[src/common/soc_map_pkg.sv]
// Peripheral address map
package soc_map_pkg;

  ////////////////////////////////////////
  // slot field
  ////////////////////////////////////////

  localparam int N_SLOTS  = 16;  // one-hot selects
  localparam int SLOT_LSB = 20;  // addr[23:20]
  localparam int SLOT_W   = 4;
  localparam int IDX_LSB  = 2;   // word aligned
  localparam int IDX_W    = 5;   // addr[6:2]

  ////////////////////////////////////////
  // slot numbers
  ////////////////////////////////////////

  localparam int SLOT_UART = 2;
  localparam int SLOT_SD   = 6;
  localparam int SLOT_GPIO = 7;  // leds and dip switches

  ////////////////////////////////////////
  // register indexes
  ////////////////////////////////////////

  localparam int UART_TX_IDX   = 0;   // byte plus transmit strobe
  localparam int UART_BAUD_IDX = 1;

  localparam int SD_WR_LAST    = 10;  // writable bank is 0..10
  localparam int SD_DETECT_IDX = 12;
  localparam int SD_RB_BASE    = 16;  // read-back copies at 16..26

  // returned for any SD index with nothing behind it
  localparam logic [31:0] UNMAPPED_WORD = 32'hDEAD_BEEF;

endpackage

[src/common/periph_types_pkg.sv]
// Peripheral register types
package periph_types_pkg;

  ////////////////////////////////////////
  // bus side
  ////////////////////////////////////////

  typedef logic [31:0] word_t;
  typedef logic [15:0] slot_vec_t;  // one bit per slot
  typedef logic [4:0]  reg_idx_t;

  ////////////////////////////////////////
  // gpio and uart
  ////////////////////////////////////////

  typedef logic [7:0]  led_t;
  typedef logic [15:0] dip_t;
  typedef logic [15:0] baud_t;  // clocks per bit

  localparam baud_t BAUD_RESET = 16'd87;

  ////////////////////////////////////////
  // sd control fields
  ////////////////////////////////////////

  typedef logic [1:0]  sd_align_t;
  typedef logic [15:0] sd_clk_cfg_t;
  typedef logic [5:0]  sd_cmd_idx_t;
  typedef logic [2:0]  sd_setting_t;  // data start and cmd setting
  typedef logic [15:0] sd_blkcnt_t;
  typedef logic [11:0] sd_blksize_t;

  // {dwe, den, addr[6:0]} of the clock reconfiguration port
  typedef logic [8:0]  sd_drp_t;

  // {sd_reset, clk_rst, data_rst, cmd_rst}
  typedef logic [3:0]  sd_resets_t;

endpackage

[src/common/periph_bus_if.sv]
// Decoded peripheral bus
`timescale 1ns/1ps

interface periph_bus_if
  import periph_types_pkg::*;
  ();

  word_t     wdata;     // write data, straight from the master
  reg_idx_t  reg_idx;   // register inside the slot
  slot_vec_t slot_sel;  // addressed slot, every cycle
  slot_vec_t slot_we;   // slot_sel qualified by the strobe

  modport decoder (
    output wdata,
    output reg_idx,
    output slot_sel,
    output slot_we
  );

  modport target (
    input wdata,
    input reg_idx,
    input slot_we
  );

  modport reader (
    input slot_sel
  );

endinterface

[src/source/bus_decode.sv]
// Address and strobe decode
`timescale 1ns/1ps

module bus_decode
  import soc_map_pkg::*;
  import periph_types_pkg::*;
(
  input  word_t        bus_addr_i,
  input  logic         bus_we_i,
  input  word_t        bus_wdata_i,
  periph_bus_if.decoder bus
);

  logic [SLOT_W-1:0] slot_field;

  assign slot_field = bus_addr_i[SLOT_LSB +: SLOT_W];  // addr[23:20]

  ////////////////////////////////////////
  // slot selects
  ////////////////////////////////////////

  always_comb
  begin
    bus.slot_sel = '0;
    for (int i = 0; i < N_SLOTS; i++)
    begin
      bus.slot_sel[i] = (slot_field == i);
    end
  end

  assign bus.slot_we = bus.slot_sel & {N_SLOTS{bus_we_i}};  // write only

  ////////////////////////////////////////
  // index and data
  ////////////////////////////////////////

  assign bus.reg_idx = bus_addr_i[IDX_LSB +: IDX_W];  // addr[6:2]
  assign bus.wdata   = bus_wdata_i;

  // at most one register block may see a write in any cycle
  slot_we_onehot0: assert final ($onehot0(bus.slot_we))
    else $error("slot_we has more than one bit set: %h", bus.slot_we);

endmodule

[src/source/misc_regs.sv]
// LED, switch and UART control registers
`timescale 1ns/1ps

module misc_regs
  import soc_map_pkg::*;
  import periph_types_pkg::*;
(
  input  logic         msoc_clk,
  input  logic         rstn,
  periph_bus_if.target bus,
  input  dip_t         dip_i,
  output led_t         led_o,
  output logic         uart_tx_start_o,
  output logic [7:0]   uart_tx_byte_o,
  output baud_t        uart_baud_o,
  output word_t        gpio_rdata_o
);

  dip_t dip_q;
  logic tx_wr;
  logic baud_wr;

  assign tx_wr   = bus.slot_we[SLOT_UART] && (bus.reg_idx == UART_TX_IDX);
  assign baud_wr = bus.slot_we[SLOT_UART] && (bus.reg_idx == UART_BAUD_IDX);

  ////////////////////////////////////////
  // gpio slot
  ////////////////////////////////////////

  always_ff @(posedge msoc_clk or negedge rstn)
  begin
    if (!rstn)
    begin
      led_o <= '0;
      dip_q <= '0;
    end
    else
    begin
      dip_q <= dip_i;  // sampled every clock
      if (bus.slot_we[SLOT_GPIO])
        led_o <= bus.wdata[$bits(led_t)-1:0];
    end
  end

  assign gpio_rdata_o = word_t'(dip_q);  // zero-extended

  ////////////////////////////////////////
  // uart transmit control
  ////////////////////////////////////////

  always_ff @(posedge msoc_clk or negedge rstn)
  begin
    if (!rstn)
    begin
      uart_tx_start_o <= 1'b0;
      uart_tx_byte_o  <= '0;
      uart_baud_o     <= BAUD_RESET;
    end
    else
    begin
      uart_tx_start_o <= tx_wr;  // self-clearing
      if (tx_wr)
        uart_tx_byte_o <= bus.wdata[7:0];
      if (baud_wr)
        uart_baud_o <= bus.wdata[$bits(baud_t)-1:0];
    end
  end

  // transmit strobe is a single-cycle pulse
  tx_strobe_single: assert property (
    @(posedge msoc_clk) disable iff (!rstn)
    uart_tx_start_o |=> !uart_tx_start_o
  ) else $error("uart_tx_start_o held for two cycles");

endmodule

[src/sd_ctrl/sd_ctrl_regs.sv]
// SD card control register bank
`timescale 1ns/1ps

module sd_ctrl_regs
  import soc_map_pkg::*;
  import periph_types_pkg::*;
(
  input  logic         msoc_clk,
  input  logic         rstn,
  periph_bus_if.target bus,
  input  logic         sd_detect_i,
  output word_t        sd_rdata_o,
  output sd_align_t    sd_align_o,
  output sd_clk_cfg_t  sd_clk_cfg_o,
  output word_t        sd_cmd_arg_o,
  output sd_cmd_idx_t  sd_cmd_idx_o,
  output sd_setting_t  sd_data_start_o,
  output sd_setting_t  sd_cmd_setting_o,
  output logic         sd_cmd_start_o,
  output sd_resets_t   sd_resets_o,
  output sd_blkcnt_t   sd_blkcnt_o,
  output sd_blksize_t  sd_blksize_o,
  output word_t        sd_cmd_timeout_o,
  output sd_drp_t      sd_drp_o
);

  logic detect_q;
  logic bank_we;

  assign bank_we = bus.slot_we[SLOT_SD];

  ////////////////////////////////////////
  // writable bank, index 0..10
  ////////////////////////////////////////

  always_ff @(posedge msoc_clk or negedge rstn)
  begin
    if (!rstn)
    begin
      sd_align_o       <= '0;
      sd_clk_cfg_o     <= '0;
      sd_cmd_arg_o     <= '0;
      sd_cmd_idx_o     <= '0;
      sd_data_start_o  <= '0;
      sd_cmd_setting_o <= '0;
      sd_cmd_start_o   <= 1'b0;
      sd_resets_o      <= '0;
      sd_blkcnt_o      <= '0;
      sd_blksize_o     <= '0;
      sd_cmd_timeout_o <= '0;
      sd_drp_o         <= '0;
      detect_q         <= 1'b0;
    end
    else
    begin
      detect_q <= sd_detect_i;  // card detect, sampled every clock
      if (bank_we)
      begin
        case (bus.reg_idx)
          5'd0:  sd_align_o       <= bus.wdata[1:0];
          5'd1:  sd_clk_cfg_o     <= bus.wdata[15:0];
          5'd2:  sd_cmd_arg_o     <= bus.wdata;
          5'd3:  sd_cmd_idx_o     <= bus.wdata[5:0];
          5'd4:
          begin
            sd_data_start_o  <= bus.wdata[5:3];
            sd_cmd_setting_o <= bus.wdata[2:0];
          end
          5'd5:  sd_cmd_start_o   <= bus.wdata[0];
          5'd6:  sd_resets_o      <= bus.wdata[3:0];
          5'd7:  sd_blkcnt_o      <= bus.wdata[15:0];
          5'd8:  sd_blksize_o     <= bus.wdata[11:0];
          5'd9:  sd_cmd_timeout_o <= bus.wdata;
          5'd10: sd_drp_o         <= bus.wdata[8:0];  // dwe, den, addr
          default: ;  // 11..31 are not writable
        endcase
      end
    end
  end

  ////////////////////////////////////////
  // read word
  ////////////////////////////////////////

  always_comb
  begin
    case (bus.reg_idx)
      SD_DETECT_IDX:    sd_rdata_o = word_t'(detect_q);
      SD_RB_BASE + 0:   sd_rdata_o = word_t'(sd_align_o);
      SD_RB_BASE + 1:   sd_rdata_o = word_t'(sd_clk_cfg_o);
      SD_RB_BASE + 2:   sd_rdata_o = sd_cmd_arg_o;
      SD_RB_BASE + 3:   sd_rdata_o = word_t'(sd_cmd_idx_o);
      SD_RB_BASE + 4:   sd_rdata_o = word_t'({sd_data_start_o, sd_cmd_setting_o});
      SD_RB_BASE + 5:   sd_rdata_o = word_t'(sd_cmd_start_o);
      SD_RB_BASE + 6:   sd_rdata_o = word_t'(sd_resets_o);
      SD_RB_BASE + 7:   sd_rdata_o = word_t'(sd_blkcnt_o);
      SD_RB_BASE + 8:   sd_rdata_o = word_t'(sd_blksize_o);
      SD_RB_BASE + 9:   sd_rdata_o = sd_cmd_timeout_o;
      SD_RB_BASE + 10:  sd_rdata_o = word_t'(sd_drp_o);
      default:          sd_rdata_o = UNMAPPED_WORD;
    endcase
  end

  // writes past the bank must leave every control field alone
  no_write_past_bank: assert property (
    @(posedge msoc_clk) disable iff (!rstn)
    bank_we && (bus.reg_idx > SD_WR_LAST) |=>
      $stable({sd_align_o, sd_clk_cfg_o, sd_cmd_arg_o, sd_cmd_idx_o,
               sd_data_start_o, sd_cmd_setting_o, sd_cmd_start_o, sd_resets_o,
               sd_blkcnt_o, sd_blksize_o, sd_cmd_timeout_o, sd_drp_o})
  ) else $error("SD register changed by write to index above bank");

endmodule

[src/source/read_mux.sv]
// Registered read return
`timescale 1ns/1ps

module read_mux
  import soc_map_pkg::*;
  import periph_types_pkg::*;
(
  input  logic         msoc_clk,
  input  logic         rstn,
  periph_bus_if.reader bus,
  input  word_t        gpio_rdata_i,
  input  word_t        sd_rdata_i,
  output word_t        bus_rdata_o
);

  word_t rdata_d;

  ////////////////////////////////////////
  // slot select
  ////////////////////////////////////////

  always_comb
  begin
    rdata_d = '0;  // slots with no function read zero
    if (bus.slot_sel[SLOT_SD])
      rdata_d = sd_rdata_i;
    else if (bus.slot_sel[SLOT_GPIO])
      rdata_d = gpio_rdata_i;
  end

  // one cycle read latency, a new read every cycle
  always_ff @(posedge msoc_clk or negedge rstn)
  begin
    if (!rstn)
      bus_rdata_o <= '0;
    else
      bus_rdata_o <= rdata_d;
  end

  // the decoder always selects exactly one slot
  slot_sel_onehot: assert property (
    @(posedge msoc_clk) disable iff (!rstn) $onehot(bus.slot_sel)
  ) else $error("slot_sel not one-hot: %h", bus.slot_sel);

endmodule

[src/source/periph_top.sv]
// Peripheral register top level
`timescale 1ns/1ps

module periph_top
  import periph_types_pkg::*;
(
  input  logic         msoc_clk,
  input  logic         rstn,
  // master side
  input  word_t        bus_addr_i,
  input  logic         bus_we_i,
  input  word_t        bus_wdata_i,
  output word_t        bus_rdata_o,
  // gpio and uart
  input  dip_t         dip_i,
  output led_t         led_o,
  output logic         uart_tx_start_o,
  output logic [7:0]   uart_tx_byte_o,
  output baud_t        uart_baud_o,
  // sd control
  input  logic         sd_detect_i,
  output sd_align_t    sd_align_o,
  output sd_clk_cfg_t  sd_clk_cfg_o,
  output word_t        sd_cmd_arg_o,
  output sd_cmd_idx_t  sd_cmd_idx_o,
  output sd_setting_t  sd_data_start_o,
  output sd_setting_t  sd_cmd_setting_o,
  output logic         sd_cmd_start_o,
  output sd_resets_t   sd_resets_o,
  output sd_blkcnt_t   sd_blkcnt_o,
  output sd_blksize_t  sd_blksize_o,
  output word_t        sd_cmd_timeout_o,
  output sd_drp_t      sd_drp_o
);

  word_t gpio_rdata;
  word_t sd_rdata;

  periph_bus_if bus ();

  bus_decode u_decode (
    .bus_addr_i  (bus_addr_i),
    .bus_we_i    (bus_we_i),
    .bus_wdata_i (bus_wdata_i),
    .bus         (bus.decoder)
  );

  misc_regs u_misc (
    .msoc_clk        (msoc_clk),
    .rstn            (rstn),
    .bus             (bus.target),
    .dip_i           (dip_i),
    .led_o           (led_o),
    .uart_tx_start_o (uart_tx_start_o),
    .uart_tx_byte_o  (uart_tx_byte_o),
    .uart_baud_o     (uart_baud_o),
    .gpio_rdata_o    (gpio_rdata)
  );

  sd_ctrl_regs u_sd_regs (
    .msoc_clk         (msoc_clk),
    .rstn             (rstn),
    .bus              (bus.target),
    .sd_detect_i      (sd_detect_i),
    .sd_rdata_o       (sd_rdata),
    .sd_align_o       (sd_align_o),
    .sd_clk_cfg_o     (sd_clk_cfg_o),
    .sd_cmd_arg_o     (sd_cmd_arg_o),
    .sd_cmd_idx_o     (sd_cmd_idx_o),
    .sd_data_start_o  (sd_data_start_o),
    .sd_cmd_setting_o (sd_cmd_setting_o),
    .sd_cmd_start_o   (sd_cmd_start_o),
    .sd_resets_o      (sd_resets_o),
    .sd_blkcnt_o      (sd_blkcnt_o),
    .sd_blksize_o     (sd_blksize_o),
    .sd_cmd_timeout_o (sd_cmd_timeout_o),
    .sd_drp_o         (sd_drp_o)
  );

  read_mux u_rmux (
    .msoc_clk     (msoc_clk),
    .rstn         (rstn),
    .bus          (bus.reader),
    .gpio_rdata_i (gpio_rdata),
    .sd_rdata_i   (sd_rdata),
    .bus_rdata_o  (bus_rdata_o)
  );

endmodule

[config.mk]
export PLATFORM = sky130hd
export DESIGN_NAME = periph_top
export DESIGN_NICKNAME = d
export VERILOG_FILES = /design/src/common/soc_map_pkg.sv /design/src/common/periph_types_pkg.sv /design/src/common/periph_bus_if.sv /design/src/source/bus_decode.sv /design/src/source/misc_regs.sv /design/src/sd_ctrl/sd_ctrl_regs.sv /design/src/source/read_mux.sv /design/src/source/periph_top.sv
export SDC_FILE = /design/constraint.sdc
export NUM_CORES = 1
export LEC_CHECK = 0
export BUFFER_PORTS_ARGS = -buffer_cell sky130_fd_sc_hd__buf_2
export CELL_PAD_IN_SITES_DETAIL_PLACEMENT = 1
export CELL_PAD_IN_SITES_GLOBAL_PLACEMENT = 1
export CORE_ASPECT_RATIO = 1.1
export CORE_MARGIN = 3
export CORE_UTILIZATION = 44
export CTS_CLUSTER_DIAMETER = 200
export DETAILED_ROUTE_END_ITERATION = 16
export GPL_ROUTABILITY_DRIVEN = 0
export GPL_TIMING_DRIVEN = 0
export PLACE_DENSITY = 0.95
export SYNTH_ARGS = -nofsm -noshare
export SYNTH_HDL_FRONTEND = slang
export SYNTH_SLANG_ARGS = --single-unit
[constraint.sdc]
create_clock -name msoc_clk -period 2.6 [get_ports msoc_clk]
set_clock_uncertainty 0.05 [all_clocks]
set_input_delay 0.39 -clock msoc_clk [delete_from_list [all_inputs] [get_ports msoc_clk]]
set_output_delay 0.39 -clock msoc_clk [all_outputs]
set_load 0.01 [all_outputs]
; ---- Word level (Yosys, flattened, before mapping)
; Cells that the tools add are included.
[op_classes]
eq_ne = 29
mux = 3
bitwise_logic = 1
reduce_logical = 15
[op_table]
columns = cell, n
row1 = $pmux 32 s12, 1
row2 = $eq 5x5->1 const B, 11
row3 = $mux 32, 1
row4 = $reduce_and 2->1, 11
row5 = $eq 5x3->1 const B, 4
row6 = $eq 5x4->1 const B, 4
row7 = $eq 4x3->1 const B, 4
row8 = $mux 16, 1
row9 = $eq 5x2->1 const B, 2
row10 = $and 8x8->8, 1
row11 = $eq 4x2->1 const B, 2
row12 = $eq 5x1->1 const B, 1
row13 = $logic_not 5->1, 1
row14 = $eq 4x1->1 const B, 1
row15 = $logic_not 4->1, 1
row16 = $logic_and 1x1->1, 2
[word_totals]
register_bits = 218
in_bits = 84
out_inout_bits = 201
word_cells = 67

; ---- Depth between registers and ports, before layout
[logic_depth]
ltp_word = 3
depth_mapped = 7
mapped_depth_nobuf = 5

; ---- Cells and area by module
; From an unflattened synthesis, not the netlist that was laid out.
[hier_totals]
cells_unflattened = 732
hier_area_um2 = 9838.2
[modules_own_cells]
columns = module, instances, cells_per_inst, area_per_inst_um2, seq_area_each_um2
row1 = sd_ctrl_regs, 1, 467, 6339.8, 3428.3
row2 = misc_regs, 1, 106, 1825.5, 1232.4
row3 = read_mux, 1, 74, 1158.6, 800.8
row4 = bus_decode, 1, 85, 514.2, 0.0

; ---- Worst setup path before layout
; OpenSTA, ideal clock, no wires.
[synth_path]
kind = input -> register
start = input bus_addr_i[23]
end = register u_sd_regs.sd_blkcnt_o[10]
setup_time_ns = 0.125
arrival_ns = 1.821
required_ns = 2.425
slack_ns = 0.605
path_stages = 7
path_buffers = 2
cell_sequence = and4bb_2 nand3b_4 nor3b_4 and2b_1 buf_6 buf_8 mux2_2
[synth_via]
elab_chain_len = 3
[synth_lines]
columns = item, line_no
row1 = start: declaration, periph_top.sv:10  ; input word_t bus_addr_i,
row2 = $eq 4x3->1, bus_decode.sv:27  ; bus.slot_sel[i] = (slot_field == i);
row3 = $and 8x8->8, bus_decode.sv:31  ; assign bus.slot_we = bus.slot_sel & {N_SLOTS{bus_we_i}};
row4 = $reduce_and 2->1 (no line), -
row5 = end signal: assignment, sd_ctrl_regs.sv:71  ; 5'd7: sd_blkcnt_o <= bus.wdata[15:0];
row6 = end: declaration, sd_ctrl_regs.sv:21  ; output sd_blkcnt_t sd_blkcnt_o,
; No other way between the ends.
; A chain may end at the register's enable or synchronous reset.

; ---- Worst setup path in the final report
[layout_path]
start = input bus_addr_i[6]
end = register u_rmux.bus_rdata_o[30]
[layout_via]
elab_chain_len = 3
elab_cells_between_ends = 14
cone_classes = eq/ne (12) / mux (2)
[layout_lines]
columns = item, line_no
row1 = $eq 5x5->1 or $eq 5x4->1 (tied branches), sd_ctrl_regs.sv:87  ; case (bus.reg_idx)
row2 = $pmux 32 s12 (*), sd_ctrl_regs.sv:87
row3 = $mux 32 (*), read_mux.sv:25  ; if (bus.slot_sel[SLOT_SD])
row4 = via u_rmux.rdata_d[30], read_mux.sv:16  ; word_t rdata_d;
row5 = end signal: assignment, read_mux.sv:37  ; bus_rdata_o <= rdata_d;
row6 = end: declaration, read_mux.sv:13  ; output word_t bus_rdata_o
; Mark *: on every way through the listed nets, which the timed path passes. The rest lies on a longest branch.

==> reports/results.ini <==
[clock_network]
cts_tree=done
clkSlewWorstSetupHoldPaths_ns=0.06
cts-htree-levels=1
root_buffer=clkbuf_16
clk_latency_ns=0.51
numCtsBuffers=24
cts_buffer_depth=3
clock_sinks=218

[yosys]
synth_warnings=0
avgSynthCellArea_sq_um=14.5
syn_nets=697
synthFlopType=dfrtp_1
synth_commonest_cells=dfrtp_1, mux2_2, a22oi_1
synth-async-reset-ratio_pct=100
synth_cells=613
synth.top_cell.area_share_pct=60.1
synth.distinct_cells=53
synth_area_sq_um=8880
synth_area_leaders=dfrtp_1, mux2_2, a22oi_1, dfstp_2, a21oi_1
ys_seq_area_share_pct=61.5
synth-seq-cells=218
synth_edf_count=0
yosys.area.top_type=dfrtp_1
synthMostInstantiatedCell=dfrtp_1

[critical_path]
cp_slowest_cell=clkbuf_1
crit_required_ns=2.98
endpoint_kind=register
critPathMostFrequentCell=buf_2
regToRegEndpoint=u_rmux.bus_rdata_o[4]$_DFF_PN0_
r2r_cells=4
crit_chain=buf_2, buf_2, nand3b_1, nor2_1, clkbuf_1, buf_2, a22oi_1, a21oi_1
max_stage_delay_ns=0.69
rrSetupSlack_ns=0.97
worstPathMaxFanout=10
worstReg2RegStart=u_sd_regs.sd_blksize_o[4]$_DFFE_PN0P_
startpoint=bus_addr_i[6]
cp.arrival_ns=2.70
critPathLaunchType=primary input
crit_type=primary input to register
cp-endpoint=u_rmux.bus_rdata_o[30]$_DFF_PN0_

[detailed_routing]
wl_per_cell_um=27.6
via_per_inst=5.85
drt_first_pass_iters=5
finalWirelength_um=32800
drc_errors=0
vias=6941
first_iter_violations=402
ant_nets=0

[run]
maxCapViolCount=0

[timing]
min_period_ns=2.32
period_share_pct=89.4
setup_tns_ns=0
slew_headroom_pct=38.2
hold_slack_ns=0.0856
final_hold_viol_count=0
setup_viol=0
tightest_slew_ns=0.924
clock.fmax_mhz=430
slew_viol_final=0
grt_setup_unrepaired=false

[global_routing]
grt_max_degree=112
grt_usage_pct=29.0
grt_overflow=0
grt_pass1_vias=7766
grt_pass1_wl_um=48700
antenna_found_initial=3

[floorplan]
row_count=53
ios=285
initial_utilization_pct=45.7
die_h_um=155
die_area_sq_um=21900
die_w_um=141
core_area_sq_um=19400

[worst_hold_path]
worstHoldStart=bus_wdata_i[26]
hold_path.class=primary input to register

[layout]
syn2layout_area_growth_pct=30.8
final_area_sq_um=11600
final_core_util_pct=59.8
layout-drive-gt1-share_pct=54.7
final_nets=1003

[place]
dpl.hpwl_um=22200
portBuffers=261
place_area_sq_um=10500

[outcome]
status=finished clean

[power_and_ir_drop]
finalPower_uw=8020
p_per_area_nw_per_um2=691
peakVddDrop_mv=0.600
power.leakage_uw=0.00628

worst min path at each step:
stage	endpoint	slack, ns	depth (start not counted)
2_1_floorplan	u_misc.dip_q[0]$_DFF_PN0_	0.04	0
3_3_place_gp	u_rmux.bus_rdata_o[8]$_DFF_PN0_	0.40	2
3_5_place_dp	u_rmux.bus_rdata_o[15]$_DFF_PN0_	0.41	1
4_1_cts	u_sd_regs.sd_cmd_arg_o[31]$_DFFE_PN0P_	0.07	2
5_1_grt	u_sd_regs.sd_cmd_timeout_o[22]$_DFFE_PN0P_	0.08	2
6_report	u_sd_regs.sd_cmd_arg_o[26]$_DFFE_PN0P_	0.09	2
cells in the final DEF (no fill, tap or decap), types with 6 or more instances in the layout:
master,count
a21oi_1,18
a22o_1,9
a22oi_1,44
and3_1,6
buf_2,276
clkbuf_1,15
clkbuf_16,25
dfrtp_1,213
dlygate4sd3_1,18
mux2_2,165
nand2_1,21
nand3_1,13
nor2_1,11
routing by layer:
layer / wire length (um) / global-route usage (%) / share of wire [%]
met4: 1270 / 11.3 / 3.9
met1: 12300 / 34.8 / 37
met2: 16400 / 50.6 / 50
met5: 13 / 0 / 0.040
met3: 2820 / 7.07 / 8.6
state kept, by name, summed over array words and instances, names as in the netlist, 6 cells and up:
register,count
u_rmux.bus_rdata_o,32
u_sd_regs.sd_cmd_arg_o,32
u_sd_regs.sd_cmd_timeout_o,32
u_misc.dip_q,16
u_misc.uart_baud_o,16
u_sd_regs.sd_blkcnt_o,16
u_sd_regs.sd_clk_cfg_o,16
u_sd_regs.sd_blksize_o,12
u_sd_regs.sd_drp_o,9
u_misc.led_o,8
u_misc.uart_tx_byte_o,8
u_sd_regs.sd_cmd_idx_o,6
where the power goes:
group / switching (uW) / internal [uW]
Clock: 1440 / 2400
Combinational: 362 / 237
Sequential: 78.9 / 3510
Total: 1880 / 6150
kinds of logic after synthesis:
kind of cell | after synthesis | synth area share [%]
mux | 173 | 21.9
flops | 218 | 61.5
compound gates | 96 | 8.05
buf+inv | 37 | 2.38
simple gates | 89 | 6.16
area by class of cell:
| type | count | area (sq um) |
|---|---|---|
| fill | 1960 | 7820 |
| clock buffer | 31 | 698 |
| buffer | 37 | 211 |
| timing repair buffer | 280 | 1520 |
| multi-input combinational | 358 | 3200 |
| tap | 247 | 309 |
| antenna | 2 | 5.00 |
| sequential | 218 | 5460 |
| clock inverter | 13 | 201 |
critical path, delay by kind of cell:
kind | cells | cell delay [ns]
and+or+nand+nor | 2 | 0.62
buffers and inverters | 4 | 1.38
AOI/OAI and AO/OA | 2 | 0.30
stage by stage:
| step | setup slack (ns) | std cells |
|---|---|---|
| after floorplan | 0.605 | 613 |
| after global placement | -2.59 | 1121 |
| after detailed placement | -0.112 | 1122 |
| after CTS | 0.354 | 1184 |
| after global routing | 0.128 | 1186 |
| final | 0.275 | 1186 |
repair_timing:
item                                   4_1_cts  5_1_grt
gates resized for setup                      0        0
setup buffers                                0        0
hold buffers                                18        0
endpoints found under the hold margin      124        0
(Power assumes the default switching activity.)
